File: config.mk
export PLATFORM = sky130hd
export DESIGN_NAME = gcu_vram_access
export DESIGN_NICKNAME = d
export VERILOG_FILES = /design/src/verilog/gcu_pkg.sv /design/src/verilog/gcu_vram_access.sv
export SDC_FILE = /design/constraint.sdc
export NUM_CORES = 1
export LEC_CHECK = 0
export ABC_AREA = 0
export BUFFER_PORTS_ARGS = -buffer_cell sky130_fd_sc_hd__buf_2
export CAP_MARGIN = 20
export CELL_PAD_IN_SITES_DETAIL_PLACEMENT = 1
export CELL_PAD_IN_SITES_GLOBAL_PLACEMENT = 1
export CORE_MARGIN = 2
export CORE_UTILIZATION = 33
export CTS_CLUSTER_SIZE = 10
export DETAILED_ROUTE_END_ITERATION = 8
export PLACE_DENSITY_LB_ADDON = 0.1
export SLEW_MARGIN = 20
export SYNTH_ARGS = -nofsm -noshare
export SYNTH_HDL_FRONTEND = slang
export SYNTH_SLANG_ARGS = --single-unit
File: constraint.sdc
create_clock -name CLK96 -period 5.1 [get_ports CLK96]
set_input_delay 0.765 -clock CLK96 [delete_from_list [all_inputs] [get_ports CLK96]]
set_output_delay 0.765 -clock CLK96 [all_outputs]
set_load 0.05 [all_outputs]
File: src/verilog/gcu_pkg.sv
// widths, bus address map, VRAM region bounds and the bus, operation and scroll structs
package gcu_pkg;

    // bus and memory widths
    localparam int DATA_W  = 16;
    localparam int VRAM_AW = 14;
    localparam int SCR_AW  = 11;
    localparam int SPR_AW  = 10;

    // wishbone word addresses
    localparam logic [2:0] ADR_REG_SEL  = 3'd0;
    localparam logic [2:0] ADR_REG_DATA = 3'd1;
    localparam logic [2:0] ADR_RAM_PTR  = 3'd2;
    localparam logic [2:0] ADR_RAM_DATA = 3'd3;
    localparam logic [2:0] ADR_RAM_NEXT = 3'd4;

    // VRAM layout, one region per renderer layer
    localparam logic [VRAM_AW-1:0] SCR0_BASE = 14'h0000;
    localparam logic [VRAM_AW-1:0] SCR1_BASE = 14'h0800;
    localparam logic [VRAM_AW-1:0] SCR2_BASE = 14'h1000;
    localparam logic [VRAM_AW-1:0] SPR_BASE  = 14'h1800;
    localparam logic [VRAM_AW-1:0] SPR_END   = 14'h1C00;

    // bit 7 picks the flip rule, low nibble picks the register
    localparam logic [7:0] REG_SEL_MASK = 8'h8F;

    typedef struct packed {
        logic [2:0]        adr;
        logic [DATA_W-1:0] dat;
        logic              we;
        logic              cyc;
        logic              stb;
    } wb_req_t;

    typedef struct packed {
        logic [DATA_W-1:0] dat;
        logic              ack;
    } wb_rsp_t;

    typedef enum logic [2:0] {
        OP_NONE,
        OP_SEL_REG,
        OP_WR_REG,
        OP_SET_PTR,
        OP_WR_RAM,
        OP_RD_RAM,
        OP_RD_RAM_NEXT
    } gcu_op_e;

    typedef struct packed {
        gcu_op_e           kind;
        logic [DATA_W-1:0] data;
    } gcu_op_t;

    // one layer as seen by the renderer
    typedef struct packed {
        logic [DATA_W-1:0] x;
        logic [DATA_W-1:0] y;
        logic              flip_x;
        logic              flip_y;
    } layer_scroll_t;

    typedef struct packed {
        layer_scroll_t bg;
        layer_scroll_t fg;
        layer_scroll_t txt;
        layer_scroll_t spr;
    } scroll_set_t;

    typedef struct packed {
        logic [VRAM_AW-1:0] addr;
        logic [DATA_W-1:0]  data;
        logic               we;
    } vram_wr_t;

endpackage
File: src/verilog/gcu_vram_access.sv
// VRAM pointer, write and read sequencing, and the write stream to the layer RAMs
`timescale 1ns/1ps

module gcu_vram_access (
    input  logic                         CLK96,
    input  logic                         RESET96,
    input  gcu_pkg::gcu_op_t             op,
    input  logic [gcu_pkg::DATA_W-1:0]   main_q,
    output gcu_pkg::vram_wr_t            vram_wr,
    output logic [gcu_pkg::VRAM_AW-1:0]  main_rd_addr,
    output logic                         ram_done,
    output logic [gcu_pkg::DATA_W-1:0]   rd_data,
    output logic                         reg_done_ptr
);
    import gcu_pkg::*;

    typedef enum logic [1:0] {
        ST_IDLE,
        ST_WRITE,
        ST_RD_WAIT,
        ST_RD_CAP
    } state_e;

    state_e             state;
    logic [DATA_W-1:0]  ptr;
    logic [VRAM_AW-1:0] ptr_addr;
    logic               rd_next;
    logic               start_wr;
    logic               start_rd;
    logic [VRAM_AW-1:0] wr_addr;
    logic [DATA_W-1:0]  wr_data;
    logic               wr_we;

    // pointer is 16 bits wide, VRAM only sees the low 14
    assign ptr_addr = ptr[VRAM_AW-1:0];
    assign rd_next  = (op.kind == OP_RD_RAM_NEXT);
    assign start_wr = (state == ST_IDLE) && (op.kind == OP_WR_RAM);
    assign start_rd = (state == ST_IDLE) && (op.kind == OP_RD_RAM || rd_next);

    assign vram_wr = '{addr: wr_addr, data: wr_data, we: wr_we};

    always_ff @(posedge CLK96 or posedge RESET96) begin
        if (RESET96) begin
            state        <= ST_IDLE;
            ptr          <= '0;
            wr_we        <= 1'b0;
            ram_done     <= 1'b0;
            reg_done_ptr <= 1'b0;
        end else begin
            ram_done     <= 1'b0;
            reg_done_ptr <= 1'b0;
            case (state)
                ST_IDLE: begin
                    if (op.kind == OP_SET_PTR) begin
                        ptr          <= op.data;
                        reg_done_ptr <= 1'b1;
                    end else if (start_wr) begin
                        wr_we <= 1'b1;
                        state <= ST_WRITE;
                    end else if (start_rd) begin
                        state <= ST_RD_WAIT;
                    end
                end
                // write strobe lasts one cycle, pointer moves after it
                ST_WRITE: begin
                    wr_we    <= 1'b0;
                    ptr      <= ptr + 16'd1;
                    ram_done <= 1'b1;
                    state    <= ST_IDLE;
                end
                // main RAM samples the address here
                ST_RD_WAIT: begin
                    state <= ST_RD_CAP;
                end
                ST_RD_CAP: begin
                    ram_done <= 1'b1;
                    state    <= ST_IDLE;
                end
                default: begin
                    state <= ST_IDLE;
                end
            endcase
        end
    end

    // address and data registers
    always_ff @(posedge CLK96) begin
        if (start_wr) begin
            wr_addr <= ptr_addr;
            wr_data <= op.data;
        end
        // read next wraps inside the 14-bit space
        if (start_rd) begin
            main_rd_addr <= ptr_addr + VRAM_AW'(rd_next);
        end
        if (state == ST_RD_CAP) begin
            rd_data <= main_q;
        end
    end

endmodule

==> summary.txt <==
Floorplan
  • Starting Density: 33.6%
  • # IOs: 100
  • Die Area: 10100 um^2
  • # rows: 35
  • Core area: 9150 um^2
  • Chip Width: 101 um
  • Height of the die: 101 um

Detailed routing
  • Vias: 2054
  • Routed wl met2: 3.32 mm
  • Routed WL: 6.87 mm
  • DR WL met3: 271 um
  • Routed wire per std cell: 16.1 um
  • Vias per cell: 4.82
  • Met1 WL: 3.16 mm
  • DRC Markers: 0
  • Initial DRC count: 66
  • Top Metal Used: met4
  • TritonRoute pass-1 iters: 4
  • Final ANT Viol Nets: 0

Finish
  • Fraction of layout cells with a size suffix above 1: 38.4%
  • Register area: 2280 um^2
  • Multi-input logic area: 708 um^2
  • Area grow syn2layout: 25.0%
  • Final Instance Area: 3850 um^2
  • Fill count: 987
  • Antenna diodes: 0
  • Final nets: 350

GRT
  • Total GRT Usage: 14.3%
  • Largest net degree at the start of global routing: 31
  • Vias in the first global route: 2134
  • Antenna violations before repair: 0
  • First-pass GRT wire length: 10.9 mm
  • Total global routing overflow: 0

Critical path
  • Crit path capture type: flop
  • WP buf/inv: 2
  • Worst endpoint required time: 5.33 ns
  • CP arrival: 2.48 ns
  • Max incr delay on CP: 0.83 ns
  • Crit Path Max Fanout: 15
  • CP delay by family, top: simple AND/OR/NAND/NOR gates
  • CP startpoint kind: input port
  • Critical path class: input port to flop
  • Cells along the critical path: buf_2, or4_1, inv_2, nor2_1, a221o_1
  • CP max-delay cell: or4_1

CTS
  • PostCTS Resize Cnt: 0
  • CTS tree: done
  • Num CTS Buffers: 9
  • Worst-path clk slew: 0.08 ns
  • Clock Path Buffers: 2
  • Skew-Pair Late Insertion Delay: 0.35 ns
  • Post-CTS setup buffers: 0
  • Root buffer cell: clkbuf_8
  • Post-CTS Hold Fix Bufs: 0
  • # clock sinks: 79
  • Htree depth: 3

Pwr
  • Max IR drop VDD: 0.183 mV
  • Power density cells: 533 nW/um^2
  • Leak Pwr: 1.53 nW

Timing
  • Fin crit period: 2.25 ns
  • Final hold violations: 0
  • Max Freq: 444 MHz
  • Setup violators final: 0
  • Sum Neg Setup Slack: 0 ns
  • Worst Skew: 0.0101 ns
  • RSZ-0062 raised after global routing: no
  • Crit share post-route: 44.1%
  • Hold Slack: 0.510 ns
  • Slew Limit Headroom: 44.9%
  • Slew Limit Fails: 0
  • Measured slew at the worst slew-check pin: 0.826 ns

Logic synthesis
  • Post-Synthesis Cells: 210
  • Synth Area per Inst: 14.7 um^2
  • Async SR Flop Fraction: 24.1%
  • Ys Warns: 0
  • Number of enable flip-flop cells after synthesis: 60
  • Yosys top cell area share: 58.6%
  • Yosys reg bits: 79
  • Area leader, netlist: edfxtp_1
  • Post-synth net total: 250
  • Synth Flop Type: edfxtp_1
  • Synth top area cells: edfxtp_1, dfrtp_1, nor2_1
  • Sequential fraction of the synthesis area: 74.0%
  • Netlist Area Pre-Place: 3080 um^2
  • Post-synthesis cell type count: 44

Place
  • IO Port Bufs: 99
  • Routability cong.: 0.723
  • Post-DP HPWL: 4.84 mm
  • Placed Area: 3660 um^2

Hold path
  • Worst Hold Class: flop to flop

Outcome
  • Status: complete, no violations

Job
  • Max cap viols: 0
## power by group
part           total, W  internal [W]  switching (W)
clock          0.000432      0.000204       0.000228
sequential      0.00101      0.000872       0.000141
combinational  0.000607      0.000175       0.000432
## sequential cells by signal (all words and copies together), names as in the netlist
name	flops
main_rd_addr	14
ptr	14
ram_done	1
rd_data	16
reg_done_ptr	1
state	2
wr_addr	14
wr_data	16
wr_we	1
## synthesized netlist by cell type (2+ instances only)
cell type and count:
edfxtp_1 60, nand3_1 10, and2_1 2, a311oi_1 3, nand2_1 17, nand2b_1 2, inv_1 6, a211oi_1 2
nor3b_1 3, nor3_1 5, or2_1 2, xnor2_1 7, a21oi_1 4, xor2_1 6, nor2_1 19, o211ai_1 4
buf_2 3, dfrtp_1 19, ha_1 3, o21ai_0 2, a221o_1 2, buf_1 2, clkbuf_1 3, or3_1 2
buf_6 3
## cell type report
| type | instances | area share, % |
|---|---|---|
| repair buffers | 101 | 13.3 |
| multi-input cells | 112 | 18.4 |
| flip-flops and latches | 79 | 59.2 |
| well taps | 111 | 3.61 |
| clock inverters | 4 | 0.781 |
| clock buffers | 12 | 4.03 |
| inverters | 7 | 0.683 |
## layer usage
layer	GRT usage [%]	vias up
met3	3.19	11
met4	6.01	0
li1	-	970
met1	19.3	1019
met5	0	-
met2	22.2	54
## kinds of logic after synthesis
group	share of synthesized area, %
AOI/OAI and AO/OA	6.26
xor gates and xnor gates	3.70
adders and majority gates	1.22
buffers and inverters	3.29
DFF	74.0
muxes	0.325
and+or+nand+nor	11.2
## path summary, 6_finish.rpt
| path | start | endpoint | slack [ns] | depth (start not counted) |
|---|---|---|---|---|
| worst max-delay path | op[18] | ptr[0] | 2.85 | 5 |
| worst min-delay path | ptr[13] | wr_addr[13] | 0.51 | 0 |
| worst max register to register | state[1] | ptr[0] | 2.90 | 4 |
| worst min register to register | ptr[13] | wr_addr[13] | 0.51 | 0 |
| max in group asynchronous | RESET96 | ptr[10] | 4.01 | 2 |
| min in group asynchronous | RESET96 | ptr[1] | 0.57 | 2 |
## placed cells by master, fill, tap and decap left out, types with 2 or more instances in the layout
master / synthesis / layout
xor2_1: 6 / 6
inv_1: 6 / 6
or2_1: 2 / 2
xnor2_1: 7 / 7
a221o_1: 2 / 2
buf_2: 3 / 99
nor3_1: 5 / 4
nand2_1: 17 / 17
a311oi_1: 3 / 3
a21oi_1: 4 / 4
o211ai_1: 4 / 4
and2_1: 2 / 2
buf_4: 1 / 2
clkbuf_8: 0 / 11
nand3_1: 10 / 10
clkinvlp_4: 0 / 4
dfrtp_1: 19 / 19
or3_1: 2 / 2
a211oi_1: 2 / 2
edfxtp_1: 60 / 60
nand2b_1: 2 / 2
nor2_1: 19 / 19
ha_1: 3 / 3
o21ai_0: 2 / 2
nor3b_1: 3 / 2
## through the flow
step	power, W	instances	setup WS, ns	utilization [%]
2_1_floorplan	0.00148	210	1.32	-
3_3_place_gp	0.00163	410	2.49	40.0
3_5_place_dp	0.00165	410	2.45	40.0
4_1_cts	0.00208	426	2.81	42.0
5_1_grt	0.00218	426	2.74	42.0
6_report	0.00205	426	2.85	42.0
(Power assumes the default switching activity.)
