`src/verilog/gcu_pkg.sv`:
```
// widths, bus address map, VRAM region bounds and the bus, operation and scroll structs
package gcu_pkg;

    // bus and memory widths
    localparam int DATA_W  = 16;
    localparam int VRAM_AW = 14;
    localparam int SCR_AW  = 11;
    localparam int SPR_AW  = 10;

    // wishbone word addresses
    localparam logic [2:0] ADR_REG_SEL  = 3'd0;
    localparam logic [2:0] ADR_REG_DATA = 3'd1;
    localparam logic [2:0] ADR_RAM_PTR  = 3'd2;
    localparam logic [2:0] ADR_RAM_DATA = 3'd3;
    localparam logic [2:0] ADR_RAM_NEXT = 3'd4;

    // VRAM layout, one region per renderer layer
    localparam logic [VRAM_AW-1:0] SCR0_BASE = 14'h0000;
    localparam logic [VRAM_AW-1:0] SCR1_BASE = 14'h0800;
    localparam logic [VRAM_AW-1:0] SCR2_BASE = 14'h1000;
    localparam logic [VRAM_AW-1:0] SPR_BASE  = 14'h1800;
    localparam logic [VRAM_AW-1:0] SPR_END   = 14'h1C00;

    // bit 7 picks the flip rule, low nibble picks the register
    localparam logic [7:0] REG_SEL_MASK = 8'h8F;

    typedef struct packed {
        logic [2:0]        adr;
        logic [DATA_W-1:0] dat;
        logic              we;
        logic              cyc;
        logic              stb;
    } wb_req_t;

    typedef struct packed {
        logic [DATA_W-1:0] dat;
        logic              ack;
    } wb_rsp_t;

    typedef enum logic [2:0] {
        OP_NONE,
        OP_SEL_REG,
        OP_WR_REG,
        OP_SET_PTR,
        OP_WR_RAM,
        OP_RD_RAM,
        OP_RD_RAM_NEXT
    } gcu_op_e;

    typedef struct packed {
        gcu_op_e           kind;
        logic [DATA_W-1:0] data;
    } gcu_op_t;

    // one layer as seen by the renderer
    typedef struct packed {
        logic [DATA_W-1:0] x;
        logic [DATA_W-1:0] y;
        logic              flip_x;
        logic              flip_y;
    } layer_scroll_t;

    typedef struct packed {
        layer_scroll_t bg;
        layer_scroll_t fg;
        layer_scroll_t txt;
        layer_scroll_t spr;
    } scroll_set_t;

    typedef struct packed {
        logic [VRAM_AW-1:0] addr;
        logic [DATA_W-1:0]  data;
        logic               we;
    } vram_wr_t;

endpackage
```
`src/verilog/gcu_bus_slave.sv`:
```
// wishbone classic slave: request decode, one-cycle op issue, ack and read data return
`timescale 1ns/1ps

module gcu_bus_slave (
    input  logic                        CLK96,
    input  logic                        RESET96,
    input  gcu_pkg::wb_req_t            bus_req,
    input  logic                        reg_done,
    input  logic                        ram_done,
    input  logic [gcu_pkg::DATA_W-1:0]  rd_data,
    output gcu_pkg::wb_rsp_t            bus_rsp,
    output gcu_pkg::gcu_op_t            op
);
    import gcu_pkg::*;

    logic    busy;
    logic    acked;
    logic    is_read;
    logic    nop_pend;
    logic    nop_done;
    logic    accept;
    gcu_op_e kind;

    // one request at a time, next one only after stb has dropped
    assign accept = bus_req.cyc && bus_req.stb && !busy;

    // address and direction to operation kind
    always_comb begin
        kind = OP_NONE;
        case (bus_req.adr)
            ADR_REG_SEL:  if (bus_req.we) kind = OP_SEL_REG;
            ADR_REG_DATA: if (bus_req.we) kind = OP_WR_REG;
            ADR_RAM_PTR:  if (bus_req.we) kind = OP_SET_PTR;
            ADR_RAM_DATA: kind = bus_req.we ? OP_WR_RAM : OP_RD_RAM;
            ADR_RAM_NEXT: if (!bus_req.we) kind = OP_RD_RAM_NEXT;
            default:      kind = OP_NONE;
        endcase
    end

    always_ff @(posedge CLK96 or posedge RESET96) begin
        if (RESET96) begin
            busy     <= 1'b0;
            acked    <= 1'b0;
            is_read  <= 1'b0;
            nop_pend <= 1'b0;
            nop_done <= 1'b0;
            op       <= '{kind: OP_NONE, data: '0};
            bus_rsp  <= '{dat: '0, ack: 1'b0};
        end else begin
            op.kind     <= OP_NONE;
            nop_pend    <= 1'b0;
            // ignored accesses finish on the same cycle as register ops
            nop_done    <= nop_pend;
            bus_rsp.ack <= 1'b0;

            if (accept) begin
                busy     <= 1'b1;
                acked    <= 1'b0;
                is_read  <= !bus_req.we &&
                            (bus_req.adr == ADR_RAM_DATA || bus_req.adr == ADR_RAM_NEXT);
                op       <= '{kind: kind, data: bus_req.dat};
                nop_pend <= (kind == OP_NONE);
            end

            if (busy && !acked && (reg_done || ram_done || nop_done)) begin
                bus_rsp.ack <= 1'b1;
                bus_rsp.dat <= is_read ? rd_data : '0;
                acked       <= 1'b1;
            end

            // master releases stb after seeing ack
            if (busy && acked && !bus_req.stb) begin
                busy  <= 1'b0;
                acked <= 1'b0;
            end
        end
    end

endmodule

```
`config.mk`:
```
export PLATFORM = sky130hd
export DESIGN_NAME = gcu_bus_slave
export DESIGN_NICKNAME = d
export VERILOG_FILES = /design/src/verilog/gcu_pkg.sv /design/src/verilog/gcu_bus_slave.sv
export SDC_FILE = /design/constraint.sdc
export NUM_CORES = 1
export LEC_CHECK = 0
export BUFFER_PORTS_ARGS = -buffer_cell sky130_fd_sc_hd__buf_2
export CAP_MARGIN = 20
export CORE_MARGIN = 2
export CORE_UTILIZATION = 40
export CTS_CLUSTER_SIZE = 40
export DETAILED_ROUTE_END_ITERATION = 8
export PLACE_DENSITY = 0.72
export SKIP_CTS_REPAIR_TIMING = 1
export SLEW_MARGIN = 10
export SYNTH_ARGS = -nofsm -noshare
export SYNTH_HDL_FRONTEND = slang
export SYNTH_SLANG_ARGS = --single-unit
```
`constraint.sdc`:
```
create_clock -name CLK96 -period 1.1 [get_ports CLK96]
set_input_delay 0.22 -clock CLK96 [delete_from_list [all_inputs] [get_ports CLK96]]
set_output_delay 0.22 -clock CLK96 [all_outputs]
set_load 0.05 [all_outputs]
```
==> insert_results.sql <==
INSERT INTO impl_metrics (metric_group, metric, value, unit) VALUES
('power_and_ir_drop', 'p_switching', '3.47', 'mW'),
('sta', 'slew_hr', '0.776', ''),
('placement', 'io_buffer_count', '77', ''),
('clocking', 'worstSkewPairLatency', '0.29', 'ns'),
('finish', 'syn_to_final_growth', '49.5', '%'),
('logic_synthesis', 'syn_nets', '180', ''),
('power_and_ir_drop', 'irDropWorstVdd', '1.11', 'mV'),
('route', 'drt_drc_violations_left', '0', ''),
('placement', 'place.gp.congestion', '0.728', ''),
('route', 'initialDrtViolationCount', '43', ''),
('clocking', 'tritoncts_clock_tree', 'done', ''),
('critical_path', 'timing.critical_path.from_type', 'register', ''),
('critical_path', 'crit_required', '1.28', 'ns'),
('logic_synthesis', 'number_of_enable_flip_flop_cells_after_synthesis', '0', ''),
('sta', 'rsz_0062_raised_after_global_routing', 'true', ''),
('min_path', 'timing.hold.worst_path_depth', '2', ''),
('power_and_ir_drop', 'intPower', '4.22', 'mW'),
('route', 'antenna_violating_nets_post_route', '0', ''),
('finish', 'multiInputGateArea', '584', 'µm²'),
('finish', 'post_layout_nonfiller_instances', '278', ''),
('finish', 'regArea', '0.00103', 'mm²'),
('route', 'drt-wirelength-per-cell', '13.0', 'µm'),
('sta', 'setup_viol_count_final', '19', ''),
('logic_synthesis', 'yosysWarningCount', '0', ''),
('route', 'vias_per_cell', '4.55', ''),
('critical_path', 'worstRegToRegCells', '3', ''),
('global_route', 'grt_first_pass_wirelength', '5740', 'µm'),
('critical_path', 'crit_path_cell_trace', 'nand3b_4 -> clkbuf_16 -> mux2_2', ''),
('power_and_ir_drop', 'p_leak', '1.26', 'nW'),
('logic_synthesis', 'count_of_mapped_cells_out_of_synthesis', '138', ''),
('clocking', 'path_clk_slew', '0.07', 'ns'),
('sta', 'clock-skew-final', '0.00207', 'ns'),
('finish', 'num-nets-final', '269', ''),
('sta', 'timing.final.ws_setup', '-0.0650', 'ns'),
('logic_synthesis', 'synth_area_leaders', 'sky130_fd_sc_hd__dfrtp_1 (59%), sky130_fd_sc_hd__mux2_2 (11%), sky130_fd_sc_hd__mux2i_1 (9.2%)', ''),
('route', 'num_vias', '1265', ''),
('sta', 'final-hold-violation-count', '0', ''),
('sta', 'period_needed', '1.16', 'ns'),
('outcome', 'run_status', 'finished, violations left', ''),
('global_route', 'global_route.overflow_total', '0', ''),
('die', 'io_pins', '78', ''),
('die', 'core_area', '0.00409', 'mm²'),
('clocking', 'cts-root-to-sink-buffers', '2', ''),
('sta', 'worst_slew_pin_slew', '0.336', 'ns'),
('logic_synthesis', 'yosys_most_used_dff', 'sky130_fd_sc_hd__dfrtp_1', ''),
('min_path', 'class_of_the_tightest_hold_or_removal_check', 'in2reg', ''),
('logic_synthesis', 'yosys.cell_types.count', '22', ''),
('die', 'fp-row-count', '23', ''),
('critical_path', 'setup.reg_to_reg.worst_slack', '-0.06', 'ns'),
('power_and_ir_drop', 'clock_power_share', '0.123', ''),
('logic_synthesis', 'synthDominantAreaCellType', 'sky130_fd_sc_hd__dfrtp_1', ''),
('finish', 'nFillCells', '333', ''),
('logic_synthesis', 'synth-async-reset-ratio', '1.00', ''),
('global_route', 'number_of_antenna_violations_at_the_first_check_in_global_routing', '0', ''),
('sta', 'report.final.slew_viol_count', '0', ''),
('clocking', 'cts-htree-levels', '2', ''),
('logic_synthesis', 'seq_area_frac_synth', '0.592', ''),
('placement', 'dp_cells', '266', ''),
('critical_path', 'timing_worst_setup_path_type', 'reg2reg', ''),
('clocking', 'clock_buffer_count_from_cts', '5', ''),
('outcome', 'failed_checks', 'setup timing', ''),
('finish', 'antenna_cells', '0', ''),
('sta', 'max_clock_freq', '858', 'MHz'),
('die', 'total_die_area', '0.00488', 'mm²'),
('critical_path', 'slowest_delay', '0.39', 'ns'),
('finish', 'post_layout_util', '0.634', ''),
('global_route', 'largest_net_degree_at_the_start_of_global_routing', '42', ''),
('die', 'dieHeight', '69.8', 'µm'),
('run', 'max_cap_viol', '0', ''),
('logic_synthesis', 'synth_top_area_share', '0.592', ''),
('power_and_ir_drop', 'totalPowerFinal', '7.69', 'mW');
flip-flops by register name, summed over array words and instances (netlist names):
name,cells
nop_done,1
is_read,1
bus_rsp,17
op,19
busy,1
nop_pend,1
acked,1
final timing paths:
| path | start | to |
|---|---|---|
| min in group asynchronous | RESET96 | op[1]$_DFFE_PP0P_ |
| max | busy$_DFFE_PP0P_ | op[1]$_DFFE_PP0P_ |
| min | bus_req[21] | op[16]$_DFF_PP0_ |
| min reg2reg | nop_pend$_DFF_PP0_ | nop_done$_DFF_PP0_ |
| max reg2reg | busy$_DFFE_PP0P_ | op[1]$_DFFE_PP0P_ |
| max in group asynchronous | RESET96 | op[18]$_DFF_PP0_ |
routing by layer:
layer,global-route usage,share of wire,up-vias
li1,-,-,623
met4,0.0641,0.016,0
met1,0.185,0.42,601
met2,0.236,0.51,35
met3,0.0538,0.055,6
met5,0,0,-
layout by cell type, fill, tap and decap left out:
master and n:
sky130_fd_sc_hd__a31oi_1 2, sky130_fd_sc_hd__mux2i_1 16, sky130_fd_sc_hd__buf_12 3, sky130_fd_sc_hd__dfrtp_1 41, sky130_fd_sc_hd__buf_6 36, sky130_fd_sc_hd__a22o_1 1, sky130_fd_sc_hd__mux2_2 17, sky130_fd_sc_hd__clkbuf_8 5
sky130_fd_sc_hd__nand2_1 18, sky130_fd_sc_hd__clkbuf_16 1, sky130_fd_sc_hd__o22ai_1 1, sky130_fd_sc_hd__nor4b_2 1, sky130_fd_sc_hd__nor3b_4 1, sky130_fd_sc_hd__a21oi_1 3, sky130_fd_sc_hd__buf_4 7, sky130_fd_sc_hd__nand3b_4 1
sky130_fd_sc_hd__inv_1 18, sky130_fd_sc_hd__dlygate4sd3_1 1, sky130_fd_sc_hd__xor2_1 1, sky130_fd_sc_hd__clkinv_2 2, sky130_fd_sc_hd__nor3_2 3, sky130_fd_sc_hd__nor2_1 4, sky130_fd_sc_hd__a31o_1 1, sky130_fd_sc_hd__nand2b_1 1
sky130_fd_sc_hd__buf_2 41, sky130_fd_sc_hd__clkinvlp_4 2
cells in the mapped netlist (2+ instances only):
master and number:
sky130_fd_sc_hd__a31oi_1 2, sky130_fd_sc_hd__nor2_1 4, sky130_fd_sc_hd__dfrtp_1 41, sky130_fd_sc_hd__mux2i_1 16, sky130_fd_sc_hd__inv_1 19, sky130_fd_sc_hd__mux2_2 17, sky130_fd_sc_hd__buf_2 2, sky130_fd_sc_hd__nor3_1 2
sky130_fd_sc_hd__buf_6 3, sky130_fd_sc_hd__a21oi_1 3, sky130_fd_sc_hd__nand2_1 18
stage by stage:
stage / instance area [µm²] / hold WS (ns)
6_report: 2590 / 0.156
5_1_grt: 2590 / 0.140
4_1_cts: 2310 / -0.0370
3_5_place_dp: 2220 / 0.289
3_3_place_gp: 2220 / 0.286
2_1_floorplan: 1740 / 0.205
power groups by stage:
stage,registers [mW],logic (mW),clock network (mW)
6_report,2.46,4.28,0.942
5_1_grt,2.54,4.46,1.08
4_1_cts,2.34,3.61,0.994
3_5_place_dp,2.37,3.61,0
3_3_place_gp,2.37,3.56,0
2_1_floorplan,4.18,0.949,0
critical path, delay by kind of cell, from the launching register on:
family	cells	cell delay [ns]
and+or+nand+nor	1	0.18
buffers and inverters	1	0.16
muxes	1	0.32
DFF	1	0.39
layout make-up:
type | instances | share of cell area
sequential | 41 | 0.396
clock inverter | 3 | 0.00676
inverter | 19 | 0.0290
multi-input combinational | 71 | 0.225
clock buffer | 5 | 0.0265
tap | 50 | 0.0241
timing repair buffer | 89 | 0.292
cells by family (layout without fill, tap and decap cells):
logic type	after synthesis	in the layout	share of synthesized area
compound gates	8	8	0.0296
mux	33	33	0.203
flops	41	41	0.592
buf+inv	26	116	0.0808
xor+xnor	1	1	0.00505
simple gates	29	29	0.0902
(Power assumes the default switching activity.)
